[src/common/ucode_pkg.sv]
// ===========================================================================
// Shared definitions for the microcoded multiplier
//   widths of data, register address, immediate and flags
//   instruction opcodes and the NOP word
//   sequencer states and multiply types
// ===========================================================================
`default_nettype none

package ucode_pkg;

    localparam int DATA_W   = 32;   // Datapath width
    localparam int REG_AW   = 4;    // 16 registers
    localparam int IMM_W    = 16;   // Immediate field width
    localparam int FLAG_W   = 4;    // N Z C V
    localparam int NUM_REGS = 1 << REG_AW;

    // Seven-bit opcodes, instruction bits 31..25
    typedef enum logic [6:0] {
        MOV  = 7'b0000000,          // Rd <= sext(imm16)
        ADD  = 7'b0110001,
        SUB  = 7'b0110010,
        SUBI = 7'b0010010,          // Rd <= Rs1 - sext(imm16)
        SUBS = 7'b0111010,          // Flag-setting subtract
        ADDS = 7'b0111001,          // Flag-setting add
        NOT  = 7'b0110110
    } opcode_t;

    // Bubble presented when nothing valid is fetched
    localparam logic [DATA_W-1:0] NOP_WORD = {5'b11001, 27'b0};

    typedef enum logic [2:0] {
        S_IDLE,
        S_CLEAR,                    // Zero multiplier, single SUBS
        S_MOV,                      // Clear Rd before the additions
        S_ADD,
        S_FIX_DEC,                  // Negate step one, Rd - 1
        S_FIX_NOT,                  // Negate step two, invert
        S_HALT
    } ucode_state_t;

    typedef enum logic [1:0] {
        MULI  = 2'd0,
        MULR  = 2'd1,
        MULSI = 2'd2,
        MULSR = 2'd3
    } mul_type_t;

endpackage

`default_nettype wire

[src/source/exec_unit.sv]
// ===========================================================================
// Minimal execute unit
//   16 x 32 register file with reset
//   MOV, ADD, ADDS, SUB, SUBS, SUBI, NOT and NZCV flags
//   operand read port for the multiplier, debug read port
// ===========================================================================
`default_nettype none

module exec_unit
    import ucode_pkg::*;
(
    input  logic              clk,
    input  logic              rst,
    input  logic [DATA_W-1:0] exec_instr,
    input  logic              exec_valid,
    input  logic [FLAG_W-1:0] flags_restore,
    input  logic              restore_en,
    input  logic [REG_AW-1:0] mult_reg,
    input  logic [REG_AW-1:0] dbg_addr,
    output logic [DATA_W-1:0] operand_data,
    output logic [DATA_W-1:0] dbg_data,
    output logic [FLAG_W-1:0] alu_flags     // {N, Z, C, V}
);

    logic [DATA_W-1:0] regs [NUM_REGS];
    opcode_t           op;
    logic [REG_AW-1:0] rd;
    logic [REG_AW-1:0] rs1;
    logic [REG_AW-1:0] rs2;
    logic [DATA_W-1:0] src_a;
    logic [DATA_W-1:0] src_b;
    logic [DATA_W-1:0] imm_ext;
    logic [DATA_W-1:0] sub_b;
    logic [DATA_W:0]   sum_w;               // Carry in the top bit
    logic [DATA_W:0]   diff_w;              // Top bit set means no borrow
    logic [DATA_W-1:0] result;
    logic              wr_en;
    logic              set_flags;
    logic [FLAG_W-1:0] flags_d;

    // Field decode
    assign op      = opcode_t'(exec_instr[31:25]);
    assign rd      = exec_instr[24:21];
    assign rs1     = exec_instr[20:17];
    assign rs2     = exec_instr[16:13];
    assign imm_ext = {{(DATA_W-IMM_W){exec_instr[IMM_W-1]}}, exec_instr[IMM_W-1:0]};

    assign src_a = regs[rs1];
    assign src_b = regs[rs2];
    assign sub_b = (op == SUBI) ? imm_ext : src_b;

    assign sum_w  = {1'b0, src_a} + {1'b0, src_b};
    assign diff_w = {1'b0, src_a} + {1'b0, ~sub_b} + 1'b1;

    always_comb begin
        result    = '0;
        wr_en     = 1'b0;
        set_flags = 1'b0;
        flags_d   = alu_flags;
        case (op)
            MOV:       begin result = imm_ext;           wr_en = exec_valid; end
            ADD:       begin result = sum_w[DATA_W-1:0];  wr_en = exec_valid; end
            SUB, SUBI: begin result = diff_w[DATA_W-1:0]; wr_en = exec_valid; end
            NOT:       begin result = ~src_a;            wr_en = exec_valid; end
            ADDS: begin
                result    = sum_w[DATA_W-1:0];
                wr_en     = exec_valid;
                set_flags = exec_valid;
                flags_d   = {result[DATA_W-1], result == '0, sum_w[DATA_W],
                             (src_a[DATA_W-1] == src_b[DATA_W-1]) &&
                             (result[DATA_W-1] != src_a[DATA_W-1])};
            end
            SUBS: begin
                result    = diff_w[DATA_W-1:0];
                wr_en     = exec_valid;
                set_flags = exec_valid;
                flags_d   = {result[DATA_W-1], result == '0, diff_w[DATA_W],
                             (src_a[DATA_W-1] != src_b[DATA_W-1]) &&
                             (result[DATA_W-1] != src_a[DATA_W-1])};
            end
            default: ;                      // NOP and unknown words
        endcase
    end

    always_ff @(posedge clk or posedge rst) begin
        if (rst) begin
            for (int i = 0; i < NUM_REGS; i++) regs[i] <= '0;
        end else if (wr_en) begin
            regs[rd] <= result;
        end
    end

    // A flag-setting op in the release cycle is younger than the restore
    always_ff @(posedge clk or posedge rst) begin
        if (rst)             alu_flags <= '0;
        else if (set_flags)  alu_flags <= flags_d;
        else if (restore_en) alu_flags <= flags_restore;
    end

    assign operand_data = regs[mult_reg];   // MULR multiplier
    assign dbg_data     = regs[dbg_addr];

endmodule

`default_nettype wire

[src/source/mul_core.sv]
// ===========================================================================
// Microcoded multiplier top level
//   sequencer, multiplier counter, slot mux and execute unit
// ===========================================================================
`default_nettype none

module mul_core
    import ucode_pkg::*;
(
    input  logic              clk,
    input  logic              rst,
    input  logic              start_mul,    // One-cycle decode strobe
    input  logic [REG_AW-1:0] dest_reg,
    input  logic [REG_AW-1:0] source_reg,
    input  logic [REG_AW-1:0] mult_reg,
    input  logic [IMM_W-1:0]  immediate,
    input  mul_type_t         mul_type,
    input  logic [DATA_W-1:0] fetch_instr,
    input  logic              fetch_valid,
    input  logic [REG_AW-1:0] dbg_addr,
    output logic [DATA_W-1:0] dbg_data,
    output logic              busy,         // Fetch stall
    output logic              mul_release,
    output logic [FLAG_W-1:0] flags
);

    logic [DATA_W-1:0] uop_instr;
    logic              load_count;
    logic              dec_count;
    logic              count_zero;
    logic              last_add;
    logic              mult_neg;
    logic [DATA_W-1:0] operand_data;
    logic [DATA_W-1:0] exec_instr;
    logic              exec_valid;
    logic [FLAG_W-1:0] flags_restore;
    logic              restore_en;

    ucode_ctrl ucode_ctrl_inst (
        .clk, .rst, .start_mul, .dest_reg, .source_reg, .mul_type,
        .count_zero, .last_add, .mult_neg, .uop_instr,
        .uop_sel     (busy),                // Busy is the inject select
        .load_count, .dec_count, .mul_release
    );

    mul_counter mul_counter_inst (
        .clk, .rst, .load_count, .dec_count, .immediate, .operand_data,
        .mul_type, .count_zero, .last_add, .mult_neg
    );

    inject_mux inject_mux_inst (
        .clk, .rst,
        .uop_sel     (busy),
        .uop_instr, .fetch_instr, .fetch_valid, .start_mul, .mul_type,
        .mul_release,
        .alu_flags   (flags),
        .exec_instr, .exec_valid, .flags_restore, .restore_en
    );

    exec_unit exec_unit_inst (
        .clk, .rst, .exec_instr, .exec_valid, .flags_restore, .restore_en,
        .mult_reg, .dbg_addr, .operand_data, .dbg_data,
        .alu_flags   (flags)
    );

endmodule

`default_nettype wire

[src/ucode/inject_mux.sv]
// ===========================================================================
// Execute slot mux and flag save/restore
//   injected word while busy, else fetched word or NOP
//   flags saved at the multiply strobe, restored on release
// ===========================================================================
`default_nettype none

module inject_mux
    import ucode_pkg::*;
(
    input  logic              clk,
    input  logic              rst,
    input  logic              uop_sel,
    input  logic [DATA_W-1:0] uop_instr,
    input  logic [DATA_W-1:0] fetch_instr,
    input  logic              fetch_valid,
    input  logic              start_mul,
    input  mul_type_t         mul_type,
    input  logic              mul_release,
    input  logic [FLAG_W-1:0] alu_flags,
    output logic [DATA_W-1:0] exec_instr,
    output logic              exec_valid,
    output logic [FLAG_W-1:0] flags_restore,
    output logic              restore_en
);

    logic [FLAG_W-1:0] saved_flags_q;
    logic              plain_q;          // Plain multiply, flags come back
    logic              take_mul;

    // Same acceptance window as the sequencer's idle state
    assign take_mul = start_mul && !uop_sel && !mul_release;

    always_ff @(posedge clk or posedge rst) begin
        if (rst) begin
            plain_q <= 1'b0;
        end else if (take_mul) begin
            plain_q <= (mul_type == MULI || mul_type == MULR);
        end
    end

    always_ff @(posedge clk) begin
        if (take_mul) saved_flags_q <= alu_flags;   // Flags before the sequence
    end

    assign flags_restore = saved_flags_q;
    assign restore_en    = mul_release && plain_q;

    // Fetch is stalled by busy, injected word has priority
    assign exec_instr = uop_sel     ? uop_instr   :
                        fetch_valid ? fetch_instr : NOP_WORD;
    assign exec_valid = uop_sel || fetch_valid;

endmodule

`default_nettype wire

[src/ucode/mul_counter.sv]
// ===========================================================================
// Multiplier down-counter
//   picks immediate or register multiplier, keeps magnitude and sign,
//   counts down one per injected addition
// ===========================================================================
`default_nettype none

module mul_counter
    import ucode_pkg::*;
(
    input  logic              clk,
    input  logic              rst,
    input  logic              load_count,
    input  logic              dec_count,
    input  logic [IMM_W-1:0]  immediate,
    input  logic [DATA_W-1:0] operand_data,  // Register multiplier
    input  mul_type_t         mul_type,
    output logic              count_zero,
    output logic              last_add,
    output logic              mult_neg
);

    logic [DATA_W-1:0] mult_val;
    logic [DATA_W-1:0] mult_mag;
    logic [DATA_W-1:0] count_q;

    // Immediate types sign-extend imm16
    assign mult_val = (mul_type == MULI || mul_type == MULSI) ?
                      {{(DATA_W-IMM_W){immediate[IMM_W-1]}}, immediate} :
                      operand_data;

    assign mult_mag = mult_val[DATA_W-1] ? (~mult_val + 1'b1) : mult_val;

    always_ff @(posedge clk or posedge rst) begin
        if (rst) begin
            count_q  <= '0;
            mult_neg <= 1'b0;
        end else if (load_count) begin
            count_q  <= mult_mag;
            mult_neg <= mult_val[DATA_W-1];
        end else if (dec_count && !count_zero) begin
            count_q <= count_q - 1'b1;      // One per ADD
        end
    end

    assign count_zero = (count_q == '0);
    assign last_add   = (count_q == DATA_W'(1));   // This ADD is the final one

endmodule

`default_nettype wire

[src/ucode/ucode_ctrl.sv]
// ===========================================================================
// Microcode sequencer FSM
//   takes the execute slot on a multiply strobe and injects
//   MOV / ADD(S) / SUBI / NOT / SUBS words, then releases the slot
// ===========================================================================
`default_nettype none

module ucode_ctrl
    import ucode_pkg::*;
(
    input  logic              clk,
    input  logic              rst,
    input  logic              start_mul,
    input  logic [REG_AW-1:0] dest_reg,
    input  logic [REG_AW-1:0] source_reg,
    input  mul_type_t         mul_type,
    input  logic              count_zero,   // From the freshly loaded counter
    input  logic              last_add,
    input  logic              mult_neg,
    output logic [DATA_W-1:0] uop_instr,
    output logic              uop_sel,      // High while injecting
    output logic              load_count,
    output logic              dec_count,
    output logic              mul_release
);

    ucode_state_t      state_q;
    ucode_state_t      state_d;
    ucode_state_t      act_state;           // State after the zero decision
    logic [REG_AW-1:0] rd_q;
    logic [REG_AW-1:0] rs_q;
    mul_type_t         type_q;
    logic              neg_fix_q;           // Result needs negating
    opcode_t           add_op;

    // Count is only valid one cycle after the strobe, so the first
    // injected cycle resolves into the clear path here
    assign act_state = (state_q == S_MOV && count_zero) ? S_CLEAR : state_q;

    // S types keep flags from the additions
    assign add_op = (type_q == MULSI || type_q == MULSR) ? ADDS : ADD;

    always_ff @(posedge clk or posedge rst) begin
        if (rst) begin
            state_q   <= S_IDLE;
            neg_fix_q <= 1'b0;
        end else begin
            state_q <= state_d;
            if (act_state == S_MOV) begin
                neg_fix_q <= mult_neg;  // Sign is settled by now
            end
        end
    end

    // Operand fields captured with the strobe
    always_ff @(posedge clk) begin
        if (load_count) begin
            rd_q   <= dest_reg;
            rs_q   <= source_reg;
            type_q <= mul_type;
        end
    end

    always_comb begin
        state_d     = state_q;
        uop_instr   = NOP_WORD;
        uop_sel     = 1'b0;
        load_count  = 1'b0;
        dec_count   = 1'b0;
        mul_release = 1'b0;
        case (act_state)
            S_IDLE: begin
                if (start_mul) begin
                    load_count = 1'b1;   // Counter grabs magnitude and sign
                    state_d    = S_MOV;
                end
            end
            S_CLEAR: begin
                uop_sel   = 1'b1;
                uop_instr = {SUBS, rd_q, rd_q, rd_q, 13'b0};   // Rd - Rd
                state_d   = S_HALT;
            end
            S_MOV: begin
                uop_sel   = 1'b1;
                uop_instr = {MOV, rd_q, 5'b0, 16'h0000};       // Rd <= 0
                state_d   = S_ADD;
            end
            S_ADD: begin
                uop_sel   = 1'b1;
                dec_count = 1'b1;
                uop_instr = {add_op, rd_q, rd_q, rs_q, 13'b0};
                if (last_add) begin
                    state_d = neg_fix_q ? S_FIX_DEC : S_HALT;
                end
            end
            S_FIX_DEC: begin
                uop_sel   = 1'b1;
                uop_instr = {SUBI, rd_q, rd_q, 1'b0, 16'h0001};
                state_d   = S_FIX_NOT;
            end
            S_FIX_NOT: begin
                uop_sel   = 1'b1;
                uop_instr = {NOT, rd_q, rd_q, 17'b0};         // ~(x - 1) = -x
                state_d   = S_HALT;
            end
            S_HALT: begin
                mul_release = 1'b1;      // Slot back to fetch
                state_d     = S_IDLE;
            end
            default: state_d = S_IDLE;
        endcase
    end

endmodule

`default_nettype wire
[config.mk]
export PLATFORM = sky130hd
export DESIGN_NAME = mul_core
export DESIGN_NICKNAME = d
export VERILOG_FILES = /design/src/common/ucode_pkg.sv /design/src/source/exec_unit.sv /design/src/source/mul_core.sv /design/src/ucode/inject_mux.sv /design/src/ucode/mul_counter.sv /design/src/ucode/ucode_ctrl.sv
export SDC_FILE = /design/constraint.sdc
export NUM_CORES = 2
export LEC_CHECK = 0
export ABC_AREA = 1
export BUFFER_PORTS_ARGS = -buffer_cell sky130_fd_sc_hd__buf_2
export CORE_ASPECT_RATIO = 2
export CORE_MARGIN = 3
export CORE_UTILIZATION = 42
export DETAILED_ROUTE_END_ITERATION = 7
export PLACE_DENSITY_LB_ADDON = 0.08
export SETUP_SLACK_MARGIN = 0.5
export SYNTH_ARGS = -nofsm -noshare
export SYNTH_HDL_FRONTEND = slang
export SYNTH_HIERARCHICAL = 1
export SYNTH_SLANG_ARGS = --single-unit
[constraint.sdc]
create_clock -name clk -period 27.7 [get_ports clk]
set_input_delay 8.31 -clock clk [delete_from_list [all_inputs] [get_ports clk]]
set_output_delay 8.31 -clock clk [all_outputs]
set_load 0.05 [all_outputs]
Word-level counts from Yosys, hierarchy flattened

Cells that the tools add are included.
W data, S select, Z words.

Word-level logic and storage cells: 141
Bits of input ports: 70
Bits in registers: 568
Output and inout port bits: 38

Reductions and logical operators: 31
Add/sub/neg operators: 5
Muxes and demuxes: 40
Magnitude comparators: 6
Bitwise logic cells: 8
Eq/ne operators: 25

Operators by type and width:

| kind                    | number |
|---|---|
| $bmux W32 S4            | 4 |
| $bwmux W512             | 1 |
| $mux W32                | 16 |
| $pmux W32 S5            | 1 |
| $demux W32 S4           | 1 |
| $pmux W32 S4            | 1 |
| $logic_not A32 Y1       | 3 |
| $not A32 Y32            | 3 |
| $add A32 B32 Y33        | 2 |
| $eq A7 B6 Y1 const B    | 5 |
| $add A33 B1 Y33 const B | 1 |
| $add A32 B1 Y32 const B | 1 |
| $eq A32 B1 Y1 const B   | 1 |
| $sub A32 B1 Y32 const B | 1 |
| $ge A5 B5 Y1 const B    | 5 |
| $not A4 Y5              | 5 |
| $pmux W3 S5             | 1 |
| $mux W4                 | 3 |
| $eq A3 B2 Y1 const B    | 3 |
| $eq A3 B3 Y1 const B    | 3 |
| $mux W3                 | 3 |
| $logic_and A1 B1 Y1     | 8 |
| $pmux W4 S2             | 1 |
| $eq A7 B5 Y1 const B    | 1 |
| 21 further kinds        | 41 |

Logic depth before layout (Yosys ltp)

Depth after elaboration: 19
Mapped depth: 49
Gate-level depth less buffers: 44

Hierarchy

Netlist, hierarchy kept.

Modules (own cells, without submodules):

| module      | times used | area each (um2) | cells each |
|---|---|---|---|
| exec_unit   | 1          | 42778.5         | 6784 |
| mul_counter | 1          | 3849.9          | 692 |
| ucode_ctrl  | 1          | 810.8           | 98 |
| inject_mux  | 1          | 599.3           | 121 |

Worst setup path after synthesis

Ideal clock, no wire load.

Path kind: input -> output
Start point: input dbg_addr[0]
End point: output dbg_data[5]
Cell stages on the path: 7
Path slack: 8.941 ns
Data arrival time: 10.449 ns
Required time: 19.390 ns
Path through: clkbuf_1 clkbuf_1 clkbuf_1 o21ai_0 a21oi_1 o22ai_1 o21ai_0

Word-level cells in the longest chain between the ends: 4

Ends and longest elaborated chain:

| element                                      | RTL line         | RTL |
|---|---|---|
| from (decl)                                  | mul_core.sv:20   | `input logic [REG_AW-1:0] dbg_addr,` |
| $not A4 Y5 (implied by the code)             | exec_unit.sv:101 | `assign dbg_data = regs[dbg_addr];` |
| $bmux W32 S4                                 | exec_unit.sv:101 |  |
| $mux W32 (implied by the code) (2 in series) | exec_unit.sv:101 |  |
| to (decl)                                    | mul_core.sv:21   | `output logic [DATA_W-1:0] dbg_data,` |

Every way passes these cells. The select of a mux whose other input is x is not followed.

Worst setup path in the final report

Start point: input dbg_addr[1]
End point: output dbg_data[6]

The elaborated chain is that of the path after synthesis.

==> impl_metrics.json <==
{
  "outcome": "completed",
  "dpl.cell_count": 8824,
  "die_x_um": 245,
  "ioPinCount": 108,
  "wl_per_cell_um": 25.7,
  "ff2ff_path_depth": 39,
  "start_util_pct": 42.5,
  "crit_arrival_ns": 11.54,
  "ant_nets": 0,
  "grt_pass1_vias": 50569,
  "avgSynthCellArea_um2": 6.24,
  "synth_edf_count": 13,
  "hpwl_mm": 158,
  "ys_warn_count": 6,
  "design.die.area_mm2": 0.119,
  "hold_path_class": "reg -> reg",
  "grt_setup_unrepaired": "false",
  "grt-ovfl-total": 0,
  "drive_above_1_share_pct": 5.89,
  "numCtsBuffers": 59,
  "placeableCoreArea_mm2": 0.113,
  "synth_most_common_cell": "nand2_1",
  "cp_slowest_cell": "buf_4",
  "period_needed_ns": 19.85,
  "synth_flop_cell": "dfrtp_1",
  "insertion_delay_ns": 0.72,
  "htree_levels": 2,
  "syn-cell-area_mm2": 0.0480,
  "cts_resized": 0,
  "hold_viol": 0,
  "cp_cell_sequence": "clkbuf_8 -> buf_4 -> buf_4 -> o21ai_0 -> a21oi_1 -> o221ai_1 -> nand2_1 -> buf_2",
  "setup_viol": 0,
  "post-route-period-util_pct": 71.7,
  "cp_max_fo": 115,
  "worst_pin_slew_ns": 1.31,
  "max_freq_ghz": 0.0504,
  "synth_cell_types": 59,
  "synth_top_area_share_pct": 28.9,
  "cp-start-kind": "input pin",
  "drtIter0Drc": 5596,
  "synth_area_leader_cell": "dfrtp_1",
  "areaGrowthSynthToFinish_pct": 5.95,
  "hold_depth": 0,
  "layout.nets": 7529,
  "finalNonFillerCells": 8940,
  "antenna_found_initial": 13,
  "die_h_um": 484,
  "synthTopCellsByCount": "nand2_1 (2128), o21ai_0 (1247), a21oi_1 (899), inv_1 (636), dfrtp_1 (554)",
  "netlist_instances": 7695,
  "drv_cap": 0,
  "cp.required_ns": 19.39,
  "port-buffer-count": 107,
  "worstSetupEndpointType": "output pin",
  "firstDrtPassIters": 8,
  "drc": 0,
  "vias_per_cell": 6.06,
  "clockBufferDepth": 3,
  "gp_congestion": 1.01,
  "routed_wl_mm": 230,
  "relSlewSlack_pct": 12.6,
  "ys_ff_latch": 567,
  "fin_skew_ns": 0.0539,
  "postCtsSetupBuffers": 0,
  "cts_tree": "yes",
  "cp.depth": 8,
  "whs_ns": 0.476,
  "vias": 54137,
  "max_stage_delay_ns": 0.77,
  "crit_buf_inv": 4,
  "root_buffer": "clkbuf_16",
  "synthTopCellsByArea": "dfrtp_1 (29%), nand2_1 (17%), o21ai_0 (13%), a21oi_1 (9.4%), nand3_1 (5.6%)",
  "async_flop_share_pct": 97.7,
  "synth-seq-area-share_pct": 29.7,
  "core.rowCount": 174,
  "cts.clk_slew.worst_paths_ns": 0.07,
  "grt_pass1_wl_mm": 335,
  "cp_top_family": "buffers and inverters",
  "critical_path_class": "in -> out",
  "drv_slew": 0,
  "cts_num_sinks": 567,
  "fill_cells": 12158,
  "grt_util_all_layers_pct": 37.6,
  "ctsHoldBuffers": 0,
  "fin_tns_setup_ns": 0,
  "crit_top_cell": "buf_4",
  "grt_max_degree": 206
}
layout by cell type (no fill, tap or decap), drive strengths merged:
cell      instances
xnor2            11
bufinv            4
diode             6
nor3b             1
o221ai          121
dfrtp           554
edfxtp           13
nand4            48
clkbuf           78
nand3b           14
nand2          2138
mux2i             1
a22oi             2
nor4b             1
a21boi            1
o211ai          238
o21ai          1373
fa                2
a31oi             9
nand3           545
nor3             26
o2111ai           3
o21bai            5
a211oi            3
nor4              3
nor2            306
a21oi           899
o22ai            24
inv             668
clkinv           23
conb             12
a311oi            1
clkinvlp         10
a221oi            1
and3              4
ha               68
xor2             15
or2               4
buf             209
worst reg2reg max path: cells and delay by family, from the launching register on:
kind	cells	cell delay (ns)
AOI/OAI and AO/OA	5	1.05
DFF	1	0.42
and+or+nand+nor	24	5.59
buffers and inverters	8	3.90
adders and majority gates	2	0.79
metrics by stage:
stage	cell area, µm²	worst slack, ns	util, %
2_1_floorplan	48100	4.98	-
3_3_place_gp	48900	8.07	43.3
3_5_place_dp	48900	7.96	43.3
4_1_cts	50900	7.95	45.0
5_1_grt	50900	7.65	45.0
6_report	50900	7.85	45.0
cell type report:
type,instances,area (µm²),area share [%]
multi-input combinational,5879,28800,56.6
clock inverter,34,362,0.710
antenna,6,15.0,0.0295
inverter,671,2540,4.99
sequential,567,14300,28.0
tap,1496,1870,3.68
timing repair buffer,211,1420,2.79
clock buffer,76,1630,3.20
routing by layer:
metal  vias to the layer above  GRT usage, %  wire length (µm)
li1                      25458             -                 -
met1                     25174          41.5             81200
met2                      2628          64.1            109000
met3                       867          5.58             16400
met4                        10          29.9             22400
met5                         -             0                65
cell families (layout without fill, tap and decap cells):
logic type,count (synthesis),after routing,synth area share (%)
AO/OA/AOI/OAI,2680,2680,30.4
AND/OR/NAND/NOR,3090,3090,26.9
other,1,18,0.00781
multiplexers,1,1,0.0208
flip-flops,567,567,29.7
XOR/XNOR,26,26,0.474
buffers and inverters,1260,992,10.6
adder cells (fa/ha/maj),70,70,1.85
final timing paths:
| kind | startpoint | slack, ns | endpoint |
|---|---|---|---|
| max in group asynchronous | rst | 16.56 | exec_unit_inst/regs[135] |
| worst max-delay path | dbg_addr[1] | 7.85 | dbg_data[6] |
| worst min-delay path | exec_unit_inst/alu_flags[0] | 0.48 | inject_mux_inst/flags_restore[0] |
| min in group asynchronous | rst | 7.63 | inject_mux_inst/plain_q |
| worst min register to register | exec_unit_inst/alu_flags[0] | 0.48 | inject_mux_inst/flags_restore[0] |
| worst max register to register | mul_counter_inst/count_q[0] | 15.83 | exec_unit_inst/regs[349] |
flip-flops by register name (all words and copies together) (netlist names), 3 cells and up:
name,cells
exec_unit_inst/alu_flags,4
exec_unit_inst/regs,512
inject_mux_inst/flags_restore,4
mul_counter_inst/count_q,32
ucode_ctrl_inst/rd_q,4
ucode_ctrl_inst/rs_q,4
ucode_ctrl_inst/state_q,3
Power is not shown: default switching activity piles up to over one toggle a cycle in this logic, so the estimate is an artifact.
